## config.mk

```make
export PLATFORM = sky130hd
export DESIGN_NAME = decode_top
export DESIGN_NICKNAME = d
export VERILOG_FILES = /design/src/rv_pkg.sv /design/src/control_unit.sv /design/src/sign_extend.sv /design/src/reg_file.sv /design/src/decode.sv /design/src/hazard_unit.sv /design/src/if_id_reg.sv /design/src/id_ex_reg.sv /design/src/decode_top.sv
export SDC_FILE = /design/constraint.sdc
export NUM_CORES = 2
export LEC_CHECK = 0
export BUFFER_PORTS_ARGS = -buffer_cell sky130_fd_sc_hd__buf_2
export CAP_MARGIN = 20
export CORE_AREA = 2 2 418 337
export DETAILED_ROUTE_END_ITERATION = 16
export DIE_AREA = 0 0 420 339
export MAX_ROUTING_LAYER = met4
export PLACE_DENSITY_LB_ADDON = 0.2
export REMOVE_ABC_BUFFERS = 1
export SYNTH_ARGS = -nofsm -noshare
export SYNTH_HDL_FRONTEND = slang
export SYNTH_SLANG_ARGS = --single-unit
```

## constraint.sdc

```tcl
create_clock -name clk -period 9.4 [get_ports clk]
set_input_delay 0.47 -clock clk [delete_from_list [all_inputs] [get_ports clk]]
set_output_delay 0.47 -clock clk [all_outputs]
set_load 0.05 [all_outputs]
```

## src/rv_pkg.sv

```systemverilog
package rv_pkg;

localparam int xlen = 32;

typedef logic [xlen-1:0] word_t;
typedef logic [4:0]      reg_idx_t;
typedef logic [3:0]      alu_ctrl_t;
typedef logic [2:0]      imm_src_t;
typedef logic [1:0]      result_src_t;
typedef logic [2:0]      funct3_t;
typedef logic [6:0]      opcode_t;

// ------------------------------
// RV32I base opcodes
localparam opcode_t op_r      = 7'b0110011;
localparam opcode_t op_i_alu  = 7'b0010011;
localparam opcode_t op_load   = 7'b0000011;
localparam opcode_t op_store  = 7'b0100011;
localparam opcode_t op_branch = 7'b1100011;
localparam opcode_t op_jal    = 7'b1101111;
localparam opcode_t op_jalr   = 7'b1100111;
localparam opcode_t op_lui    = 7'b0110111;
localparam opcode_t op_auipc  = 7'b0010111;

// ------------------------------
// ALU operations seen by execute
localparam alu_ctrl_t alu_add    = 4'd0;
localparam alu_ctrl_t alu_sub    = 4'd1;
localparam alu_ctrl_t alu_and    = 4'd2;
localparam alu_ctrl_t alu_or     = 4'd3;
localparam alu_ctrl_t alu_xor    = 4'd4;
localparam alu_ctrl_t alu_sll    = 4'd5;
localparam alu_ctrl_t alu_srl    = 4'd6;
localparam alu_ctrl_t alu_sra    = 4'd7;
localparam alu_ctrl_t alu_slt    = 4'd8;
localparam alu_ctrl_t alu_sltu   = 4'd9;
localparam alu_ctrl_t alu_pass_b = 4'd10;   // Result is operand B, used by lui

// Immediate formats
localparam imm_src_t imm_i = 3'd0;
localparam imm_src_t imm_s = 3'd1;
localparam imm_src_t imm_b = 3'd2;
localparam imm_src_t imm_j = 3'd3;
localparam imm_src_t imm_u = 3'd4;

// Writeback source select
localparam result_src_t res_alu = 2'd0;
localparam result_src_t res_mem = 2'd1;
localparam result_src_t res_pc4 = 2'd2;   // Link address for jal and jalr

endpackage

```

## src/control_unit.sv

```systemverilog
`timescale 1ns/100ps

module control_unit (
    input  rv_pkg::word_t       instr,

    output logic                reg_write,
    output rv_pkg::result_src_t result_src,
    output logic                mem_write,
    output logic                branch,
    output logic                jump,
    output logic                jalr,
    output rv_pkg::alu_ctrl_t   alu_control,
    output logic                alu_src,
    output rv_pkg::imm_src_t    imm_src,
    output rv_pkg::funct3_t     funct3,
    output logic                illegal
);

rv_pkg::opcode_t   opcode;
logic              funct7_b5;
rv_pkg::alu_ctrl_t alu_funct;   // ALU code implied by funct3 and funct7
logic [11:0]       ctrl;

assign opcode    = instr[6:0];
assign funct3    = instr[14:12];
assign funct7_b5 = instr[30];

// ------------------------------
// Main decoder
// Fields: reg_write, result_src, mem_write/branch/jump/jalr, alu_src, imm_src, illegal
always_comb begin
    case (opcode)
        rv_pkg::op_r:      ctrl = {1'b1, rv_pkg::res_alu, 4'b0000, 1'b0, rv_pkg::imm_i, 1'b0};
        rv_pkg::op_i_alu:  ctrl = {1'b1, rv_pkg::res_alu, 4'b0000, 1'b1, rv_pkg::imm_i, 1'b0};
        rv_pkg::op_load:   ctrl = {1'b1, rv_pkg::res_mem, 4'b0000, 1'b1, rv_pkg::imm_i, 1'b0};
        rv_pkg::op_store:  ctrl = {1'b0, rv_pkg::res_alu, 4'b1000, 1'b1, rv_pkg::imm_s, 1'b0};
        rv_pkg::op_branch: ctrl = {1'b0, rv_pkg::res_alu, 4'b0100, 1'b0, rv_pkg::imm_b, 1'b0};
        rv_pkg::op_jal:    ctrl = {1'b1, rv_pkg::res_pc4, 4'b0010, 1'b0, rv_pkg::imm_j, 1'b0};
        rv_pkg::op_jalr:   ctrl = {1'b1, rv_pkg::res_pc4, 4'b0011, 1'b1, rv_pkg::imm_i, 1'b0};
        rv_pkg::op_lui:    ctrl = {1'b1, rv_pkg::res_alu, 4'b0000, 1'b1, rv_pkg::imm_u, 1'b0};
        rv_pkg::op_auipc:  ctrl = {1'b1, rv_pkg::res_alu, 4'b0000, 1'b1, rv_pkg::imm_u, 1'b0};
        default:           ctrl = {1'b0, rv_pkg::res_alu, 4'b0000, 1'b0, rv_pkg::imm_i, 1'b1};
    endcase
end

assign {reg_write, result_src, mem_write, branch, jump, jalr, alu_src, imm_src, illegal} = ctrl;

// ------------------------------
// ALU decoder
always_comb begin
    case (funct3)
        3'b000:  alu_funct = (opcode == rv_pkg::op_r && funct7_b5) ? rv_pkg::alu_sub
                                                                   : rv_pkg::alu_add;
        3'b001:  alu_funct = rv_pkg::alu_sll;
        3'b010:  alu_funct = rv_pkg::alu_slt;
        3'b011:  alu_funct = rv_pkg::alu_sltu;
        3'b100:  alu_funct = rv_pkg::alu_xor;
        3'b101:  alu_funct = funct7_b5 ? rv_pkg::alu_sra : rv_pkg::alu_srl;
        3'b110:  alu_funct = rv_pkg::alu_or;
        default: alu_funct = rv_pkg::alu_and;
    endcase
end

always_comb begin
    case (opcode)
        rv_pkg::op_r,
        rv_pkg::op_i_alu:  alu_control = alu_funct;
        rv_pkg::op_branch: alu_control = rv_pkg::alu_sub;      // Execute compares via the difference
        rv_pkg::op_lui:    alu_control = rv_pkg::alu_pass_b;
        default:           alu_control = rv_pkg::alu_add;      // Address and auipc sums
    endcase
end

endmodule

```

## src/sign_extend.sv

```systemverilog
`timescale 1ns/100ps

module sign_extend (
    input  rv_pkg::imm_src_t imm_src,
    input  rv_pkg::word_t    instr,

    output rv_pkg::word_t    imm_ext
);

logic sign;

assign sign = instr[31];   // Every format keeps its sign in bit 31

always_comb begin
    case (imm_src)
        rv_pkg::imm_i: imm_ext = {{20{sign}}, instr[31:20]};
        rv_pkg::imm_s: imm_ext = {{20{sign}}, instr[31:25], instr[11:7]};
        // Branch and jump offsets are in half-words, so bit 0 is always zero
        rv_pkg::imm_b: imm_ext = {{20{sign}}, instr[7], instr[30:25], instr[11:8], 1'b0};
        rv_pkg::imm_j: imm_ext = {{12{sign}}, instr[19:12], instr[20], instr[30:21], 1'b0};
        rv_pkg::imm_u: imm_ext = {instr[31:12], 12'h000};
        default:       imm_ext = '0;
    endcase
end

endmodule

```

## src/reg_file.sv

```systemverilog
`timescale 1ns/100ps

module reg_file (
    input  logic             clk,
    input  logic             wr_en,
    input  rv_pkg::reg_idx_t wr_addr,
    input  rv_pkg::word_t    wr_data,
    input  rv_pkg::reg_idx_t rd_addr1,
    input  rv_pkg::reg_idx_t rd_addr2,

    output rv_pkg::word_t    rd_data1,
    output rv_pkg::word_t    rd_data2,
    output rv_pkg::word_t    a0
);

rv_pkg::word_t regs [1:31];   // x0 has no storage
logic          wr_live;

assign wr_live = wr_en && (wr_addr != '0);

always_ff @(posedge clk) begin
    if (wr_live) begin
        regs[wr_addr] <= wr_data;
    end
end

// Write-through so decode sees a result retiring in the same cycle
function automatic rv_pkg::word_t read_port(input rv_pkg::reg_idx_t addr);
    if (addr == '0)
        return '0;
    else if (wr_live && (addr == wr_addr))
        return wr_data;
    else
        return regs[addr];
endfunction

always_comb begin
    rd_data1 = read_port(rd_addr1);
    rd_data2 = read_port(rd_addr2);
    a0       = read_port(5'd10);
end

// A write aimed at x0 never becomes visible on a later read
a_x0_zero: assert property (@(posedge clk)
    (wr_en && wr_addr == '0) |=> ((rd_addr1 != '0 || rd_data1 == '0) &&
                                  (rd_addr2 != '0 || rd_data2 == '0)))
    else $error("reg_file: x0 read back nonzero after a write to it");

endmodule

```

## src/decode.sv

```systemverilog
`timescale 1ns/100ps

module decode (
    input  logic                clk,
    input  rv_pkg::word_t       instr_d,
    input  logic                reg_write_w,
    input  rv_pkg::reg_idx_t    rd_w,
    input  rv_pkg::word_t       result_w,

    output rv_pkg::reg_idx_t    rd_d,
    output rv_pkg::reg_idx_t    rs1_d,
    output rv_pkg::reg_idx_t    rs2_d,
    output logic                reg_write_d,
    output rv_pkg::result_src_t result_src_d,
    output logic                mem_write_d,
    output logic                branch_d,
    output logic                jump_d,
    output logic                jalr_d,
    output rv_pkg::alu_ctrl_t   alu_control_d,
    output logic                alu_src_d,
    output rv_pkg::funct3_t     funct3_d,
    output logic                illegal_d,
    output rv_pkg::word_t       rd1_d,
    output rv_pkg::word_t       rd2_d,
    output rv_pkg::word_t       imm_ext_d,
    output rv_pkg::word_t       a0
);

rv_pkg::imm_src_t imm_src_d;

// Register fields sit at the same place in every format
assign rd_d  = instr_d[11:7];
assign rs1_d = instr_d[19:15];
assign rs2_d = instr_d[24:20];

control_unit cu (
    .instr       (instr_d),
    .reg_write   (reg_write_d),
    .result_src  (result_src_d),
    .mem_write   (mem_write_d),
    .branch      (branch_d),
    .jump        (jump_d),
    .jalr        (jalr_d),
    .alu_control (alu_control_d),
    .alu_src     (alu_src_d),
    .imm_src     (imm_src_d),
    .funct3      (funct3_d),
    .illegal     (illegal_d)
);

reg_file rf (
    .clk         (clk),
    .wr_en       (reg_write_w),
    .wr_addr     (rd_w),
    .wr_data     (result_w),
    .rd_addr1    (rs1_d),
    .rd_addr2    (rs2_d),
    .rd_data1    (rd1_d),
    .rd_data2    (rd2_d),
    .a0          (a0)
);

sign_extend se (
    .imm_src     (imm_src_d),
    .instr       (instr_d),
    .imm_ext     (imm_ext_d)
);

endmodule

```

## src/hazard_unit.sv

```systemverilog
`timescale 1ns/100ps

module hazard_unit (
    input  logic                valid_d,
    input  rv_pkg::reg_idx_t    rs1_d,
    input  rv_pkg::reg_idx_t    rs2_d,
    input  logic                valid_e,
    input  rv_pkg::reg_idx_t    rd_e,
    input  rv_pkg::result_src_t result_src_e,

    output logic                stall
);

logic load_e;     // A live load sits in execute
logic src_match;

assign load_e = valid_e && (result_src_e == rv_pkg::res_mem) && (rd_e != '0);

// rs2 is compared even for formats without one, costing a spare stall at worst
assign src_match = (rd_e == rs1_d) || (rd_e == rs2_d);

assign stall = valid_d && load_e && src_match;

endmodule

```

## src/if_id_reg.sv

```systemverilog
`timescale 1ns/100ps

module if_id_reg (
    input  logic          clk,
    input  logic          reset,
    input  logic          stall,
    input  logic          flush,
    input  logic          valid_f,
    input  rv_pkg::word_t instr_f,
    input  rv_pkg::word_t pc_f,

    output logic          valid_d,
    output rv_pkg::word_t instr_d,
    output rv_pkg::word_t pc_d,
    output rv_pkg::word_t pc_plus4_d
);

always_ff @(posedge clk) begin
    if (reset || flush) begin   // Redirect wins over a stall
        valid_d <= 1'b0;
    end else if (!stall) begin
        valid_d <= valid_f;
    end
end

always_ff @(posedge clk) begin
    if (!stall) begin
        instr_d    <= instr_f;
        pc_d       <= pc_f;
        pc_plus4_d <= pc_f + rv_pkg::word_t'(4);
    end
end

endmodule

```

## src/id_ex_reg.sv

```systemverilog
`timescale 1ns/100ps

module id_ex_reg (
    input  logic                clk,
    input  logic                reset,
    input  logic                flush,
    input  logic                bubble,

    input  logic                valid_d,
    input  logic                reg_write_d,
    input  rv_pkg::result_src_t result_src_d,
    input  logic                mem_write_d,
    input  logic                branch_d,
    input  logic                jump_d,
    input  logic                jalr_d,
    input  rv_pkg::alu_ctrl_t   alu_control_d,
    input  logic                alu_src_d,
    input  rv_pkg::funct3_t     funct3_d,
    input  logic                illegal_d,
    input  rv_pkg::word_t       rd1_d,
    input  rv_pkg::word_t       rd2_d,
    input  rv_pkg::word_t       imm_ext_d,
    input  rv_pkg::word_t       pc_d,
    input  rv_pkg::word_t       pc_plus4_d,
    input  rv_pkg::reg_idx_t    rd_d,
    input  rv_pkg::reg_idx_t    rs1_d,
    input  rv_pkg::reg_idx_t    rs2_d,

    output logic                valid_e,
    output logic                reg_write_e,
    output rv_pkg::result_src_t result_src_e,
    output logic                mem_write_e,
    output logic                branch_e,
    output logic                jump_e,
    output logic                jalr_e,
    output rv_pkg::alu_ctrl_t   alu_control_e,
    output logic                alu_src_e,
    output rv_pkg::funct3_t     funct3_e,
    output logic                illegal_e,
    output rv_pkg::word_t       rd1_e,
    output rv_pkg::word_t       rd2_e,
    output rv_pkg::word_t       imm_ext_e,
    output rv_pkg::word_t       pc_e,
    output rv_pkg::word_t       pc_plus4_e,
    output rv_pkg::reg_idx_t    rd_e,
    output rv_pkg::reg_idx_t    rs1_e,
    output rv_pkg::reg_idx_t    rs2_e
);

// ------------------------------
// Valid bit and enables
always_ff @(posedge clk) begin
    if (reset || flush || bubble) begin
        valid_e     <= 1'b0;
        reg_write_e <= 1'b0;
        mem_write_e <= 1'b0;
        branch_e    <= 1'b0;
        jump_e      <= 1'b0;
        jalr_e      <= 1'b0;
        illegal_e   <= 1'b0;
    end else begin
        valid_e     <= valid_d;
        reg_write_e <= reg_write_d && valid_d;   // An empty decode slot carries no side effects
        mem_write_e <= mem_write_d && valid_d;
        branch_e    <= branch_d && valid_d;
        jump_e      <= jump_d && valid_d;
        jalr_e      <= jalr_d && valid_d;
        illegal_e   <= illegal_d && valid_d;
    end
end

// Operands and decoded fields travel with the instruction
always_ff @(posedge clk) begin
    result_src_e  <= result_src_d;
    alu_control_e <= alu_control_d;
    alu_src_e     <= alu_src_d;
    funct3_e      <= funct3_d;
    rd1_e         <= rd1_d;
    rd2_e         <= rd2_d;
    imm_ext_e     <= imm_ext_d;
    pc_e          <= pc_d;
    pc_plus4_e    <= pc_plus4_d;
    rd_e          <= rd_d;
    rs1_e         <= rs1_d;
    rs2_e         <= rs2_d;
end

// ------------------------------
// Checks
a_idle_no_enable: assert property (@(posedge clk) disable iff (reset)
    !valid_e |-> !(reg_write_e || mem_write_e || branch_e || jump_e || jalr_e || illegal_e))
    else $error("id_ex_reg: enable set while valid_e is low");

// Control unit must drop every enable on an unknown opcode
a_illegal_no_write: assert property (@(posedge clk) disable iff (reset)
    !(illegal_e && reg_write_e))
    else $error("id_ex_reg: illegal instruction carries reg_write");

endmodule

```

## src/decode_top.sv

```systemverilog
`timescale 1ns/100ps

module decode_top (
    input  logic                clk,
    input  logic                reset,

    input  logic                valid_f,
    input  rv_pkg::word_t       instr_f,
    input  rv_pkg::word_t       pc_f,
    output logic                stall_f,   // Fetch holds its outputs while high

    input  logic                redirect_e,
    input  logic                reg_write_w,
    input  rv_pkg::reg_idx_t    rd_w,
    input  rv_pkg::word_t       result_w,

    output logic                valid_e,
    output logic                reg_write_e,
    output rv_pkg::result_src_t result_src_e,
    output logic                mem_write_e,
    output logic                branch_e,
    output logic                jump_e,
    output logic                jalr_e,
    output rv_pkg::alu_ctrl_t   alu_control_e,
    output logic                alu_src_e,
    output rv_pkg::funct3_t     funct3_e,
    output logic                illegal_e,
    output rv_pkg::word_t       rd1_e,
    output rv_pkg::word_t       rd2_e,
    output rv_pkg::word_t       imm_ext_e,
    output rv_pkg::word_t       pc_e,
    output rv_pkg::word_t       pc_plus4_e,
    output rv_pkg::reg_idx_t    rd_e,
    output rv_pkg::reg_idx_t    rs1_e,
    output rv_pkg::reg_idx_t    rs2_e,
    output rv_pkg::word_t       a0
);

// ------------------------------
// Decode stage signals
logic                valid_d;
rv_pkg::word_t       instr_d;
rv_pkg::word_t       pc_d;
rv_pkg::word_t       pc_plus4_d;
rv_pkg::reg_idx_t    rd_d;
rv_pkg::reg_idx_t    rs1_d;
rv_pkg::reg_idx_t    rs2_d;
logic                reg_write_d;
rv_pkg::result_src_t result_src_d;
logic                mem_write_d;
logic                branch_d;
logic                jump_d;
logic                jalr_d;
rv_pkg::alu_ctrl_t   alu_control_d;
logic                alu_src_d;
rv_pkg::funct3_t     funct3_d;
logic                illegal_d;
rv_pkg::word_t       rd1_d;
rv_pkg::word_t       rd2_d;
rv_pkg::word_t       imm_ext_d;

// Port names match the stage signals, only stall and flush are renamed
if_id_reg if_id (
    .stall (stall_f),
    .flush (redirect_e),
    .*
);

decode dec (.*);

hazard_unit hz (
    .stall (stall_f),
    .*
);

// The load-use stall holds IF/ID and turns the ID/EX load into a bubble
id_ex_reg id_ex (
    .flush  (redirect_e),
    .bubble (stall_f),
    .*
);

endmodule

```

==> summary.md <==
| Metric | Value |
|---|---|
| Status | completed |
| Min-Delay Path Class | in2reg |
| Max frequency | ~240 MHz |
| Chip height | around 340 um |
| Die area | between 100,000 and 150,000 um^2 |
| Cell Rows | ~120 |
| Residual DRC | 0 |
| Detailed Place HPWL | about 100,000 um |
| # IOs | between 300 and 400 |
| GP Congestion | between 0.8 and 0.9 |
| Startpoint Class | register |
| # port buffers | 330 |
| Crit Reg-Reg Endpoint | id_ex.rd2_e[4] |
| Total grt overflow | 0 |
| H-tree depth | 4 |
| CTS tree | yes |
| Longest Clk Path Bufs | 3 |
| Count of pins over their slew limit | 0 |
| WS Path Type | reg2reg |
| R2R Setup Slk | around 5.2 ns |
| Max incr delay on CP | approximately 0.8 ns |
| DR vias | roughly 33,000 |
| Met2 WL | roughly 80,000 um |
| First-pass detailed-route iteration total | 6 |
| Post-route non-filler standard cell count | 5,416 |
| Synth-to-Final Area Change | 16.3% |
| Largest net degree at the start of global routing | 99 |
| Met3 wire len | 13,600 um |
| R2R cell count | 8 |
| GRT Overall Usage | roughly 25% |
| Worst slew pin tran | roughly 1.1 ns |
| CTS Buf Count | around 140 |
| Setup violators final | 0 |
| Crit path time final | about 4.2 ns |
| Leakage | roughly 22 nW |
| Slowest cell on the critical path | buf_4 |
| Tcrit/Tclk final | between 40% and 50% |
| Die width | roughly 420 um |
| CP Capture Type | register |
| Worst skew pair latency | a little under 0.8 ns |
| Final Cell Area | between 60,000 and 70,000 um^2 |
| Unrepaired setup endpoints after global routing | false |
| Layout Utilization | between 40% and 50% |
| Worst-path fanout max | 43 |
| Reg-to-Reg Start | if_id.instr_d[20] |
| Met1 Wirelength | about 72,000 um |
| Max Clock Skew | around 0.039 ns |
| Synth Cell Area | 54,900 um^2 |
| Top post-synthesis cells by area | edfxtp_1 59%, mux4_2 17%, dfxtp_1 7.0%, mux2i_1 1.8%, a22oi_1 1.3% |
| Starting Density | between 30% and 40% |
| Hold Violations, Final | 0 |
| CP required | around 10 ns |
| Vias in the first global route | 32,617 |
| Post-Synthesis Cells | 3,032 |
| Core area | ~140,000 um^2 |
| Root buf cell | clkbuf_16 |
| Area leader, netlist | edfxtp_1 |
| Commonest non-fill, non-tap cells in the layout | 1,086 x edfxtp_1, 424 x mux4_2, 330 x buf_2, 191 x dfxtp_1, 136 x clkbuf_16 |
| Synth cell types | between 70 and 80 |
| Critical path data arrival time | approximately 4.8 ns |
| Post-CTS setup buffer count | 0 |
| Sequential fraction of the synthesis area | about two thirds |
| Mean Syn Cell Area | 18.1 um^2 |
| Vias/cell | between 6 and 7 |
| YS warnings | 0 |
| Max Used Layer | met4 |
| Crit path max-delay family | buffers and inverters |
| Hold buffers post-CTS | 66 |
| Most used cell along the critical path | buf_4 |
| Share of cells above drive strength 1 | approximately 33% |
| Setup TNS after final layout | 0 ns |
| Relative slew slack | around a quarter |
| Initial antenna violation count | 6 |
| Nets | approximately 3,500 |
| Post-synth EDFFs | 1,086 |
| Clock sink count | ~1,300 |
| Routed wire per std cell | 31.9 um |
| Drt total wl | between 150,000 and 200,000 um |
| Area after DPL | 58,600 um^2 |
| First-pass GRT wire length | between 200,000 and 250,000 um |
| DRT iter0 DRCs | 4,115 |
| Worst hold path depth | 4 |
| FFs w/ async S/R, synth | 0% |
| Hold_sp | reset |
| Resized Gates After CTS | 0 |
| Inst Count DP | 5,096 |
| Register bit total from synthesis | approximately 1,300 |
| Final ANT Viol Nets | 0 |
| Power, Total | 13.0 mW |
| Worst ir drop on vdd | ~170 uV |
| Ys flop type | edfxtp_1 |
| Max Cap Viol | 0 |
| CTS clock-pin slew for the worst setup and hold paths | approximately 0.060 ns |
| WHS Endpoint | id_ex.branch_e |
| CP cell instances | buf_4, buf_4, buf_4, mux4_2, a22oi_1, nand4_1, a221oi_1, a21oi_1 |
| Most common cell after layout, fill and taps aside | edfxtp_1 |
| Yosys top cell area share | between 50% and 60% |
| Buffers & Inverters on Critical Path | 3 |
| Pwr dens | 204 nW/um^2 |
[metal layers]
layer | track usage [%] | vias to the layer above
li1 | - | 13450
met3 | 4.22 | 319
met1 | 34.1 | 17308
met2 | 38.1 | 1481
met5 | - | -
met4 | 7.90 | 0
[power by group]
group | internal, mW | total (mW) | leakage, nW | switching (mW)
Sequential | 6.29 | 6.35 | 11.5 | 0.0683
Combinational | 0.400 | 1.20 | 7.74 | 0.803
Clock | 3.12 | 5.47 | 2.24 | 2.35
Total | 9.81 | 13.0 | 21.5 | 3.22
[worst register-to-register path, stage by stage (launching register included)]
cell and delay (ns):
edfxtp_1 0.32, buf_4 0.57, buf_4 0.89, buf_4 0.87, mux4_2 0.61, a22oi_1 0.26, nand4_1 0.17, a221oi_1 0.23
a21oi_1 0.10
[worst max-delay path by stage]
stage | start | endpoint | slack (ns) | cells after the start
floorplan | if_id.instr_d[20] | if_id.instr_d[0] | -4.40 | 5
global placement | if_id.instr_d[20] | id_ex.rd2_e[11] | 5.21 | 8
detailed placement | if_id.instr_d[20] | id_ex.rd2_e[11] | 5.18 | 8
CTS | if_id.instr_d[20] | id_ex.rd2_e[11] | 5.15 | 8
global route | if_id.instr_d[20] | id_ex.rd2_e[4] | 4.89 | 8
finish | if_id.instr_d[20] | id_ex.rd2_e[4] | 5.25 | 8
[sequential cells by signal (all words and copies together) (netlist names), 2 cells and up]
register / cells
dec.rf.regs: 992
id_ex.imm_ext_e: 32
id_ex.pc_e: 32
id_ex.rd1_e: 32
id_ex.rd2_e: 32
if_id.instr_d: 32
if_id.pc_plus4_d: 32
id_ex.pc_plus4_e: 30
if_id.pc_d: 30
id_ex.rd_e: 5
id_ex.rs1_e: 5
id_ex.rs2_e: 5
id_ex.alu_control_e: 4
id_ex.funct3_e: 3
id_ex.result_src_e: 2
[cells by family (layout without fill, tap and decap cells)]
kind of cell               after synthesis  count (layout)  synth area share, %
AOI/OAI and AO/OA                      461             461                 6.08
xor gates and xnor gates                48              48                0.766
adders and majority gates                1               1               0.0228
buffers and inverters                  242             762                 2.57
DFF                                   1277            1277                 66.4
muxes                                  565             565                 20.2
other                                    0               4                    0
and+or+nand+nor                        438             438                 3.93
[metrics by stage]
step,hold WS [ns],setup slack [ns]
after floorplan,0.323,-4.40
after global placement,0.324,5.21
after detailed placement,0.327,5.18
after CTS,0.0261,5.15
after global routing,0.104,4.89
final,0.0707,5.25
[final cells by class]
type | instances | area [um^2]
timing repair buffer | 490 | 3070
antenna | 4 | 10.0
clock buffer | 176 | 3680
tap | 1860 | 2330
fill | 11711 | 74000
sequential | 1277 | 36400
inverter | 22 | 83.8
clock inverter | 74 | 885
multi-input combinational | 1513 | 17300
[cells in the mapped netlist, types with 31 or more instances]
library cell	count
a21oi_1	87
a22oi_1	94
buf_2	62
buf_4	32
clkbuf_1	75
dfxtp_1	191
edfxtp_1	1086
mux2_2	31
mux2i_1	101
mux4_2	424
nand2_1	94
nand4_1	31
nor2_1	154
o21ai_0	35
o22ai_1	47
(Power assumes the default switching activity.)
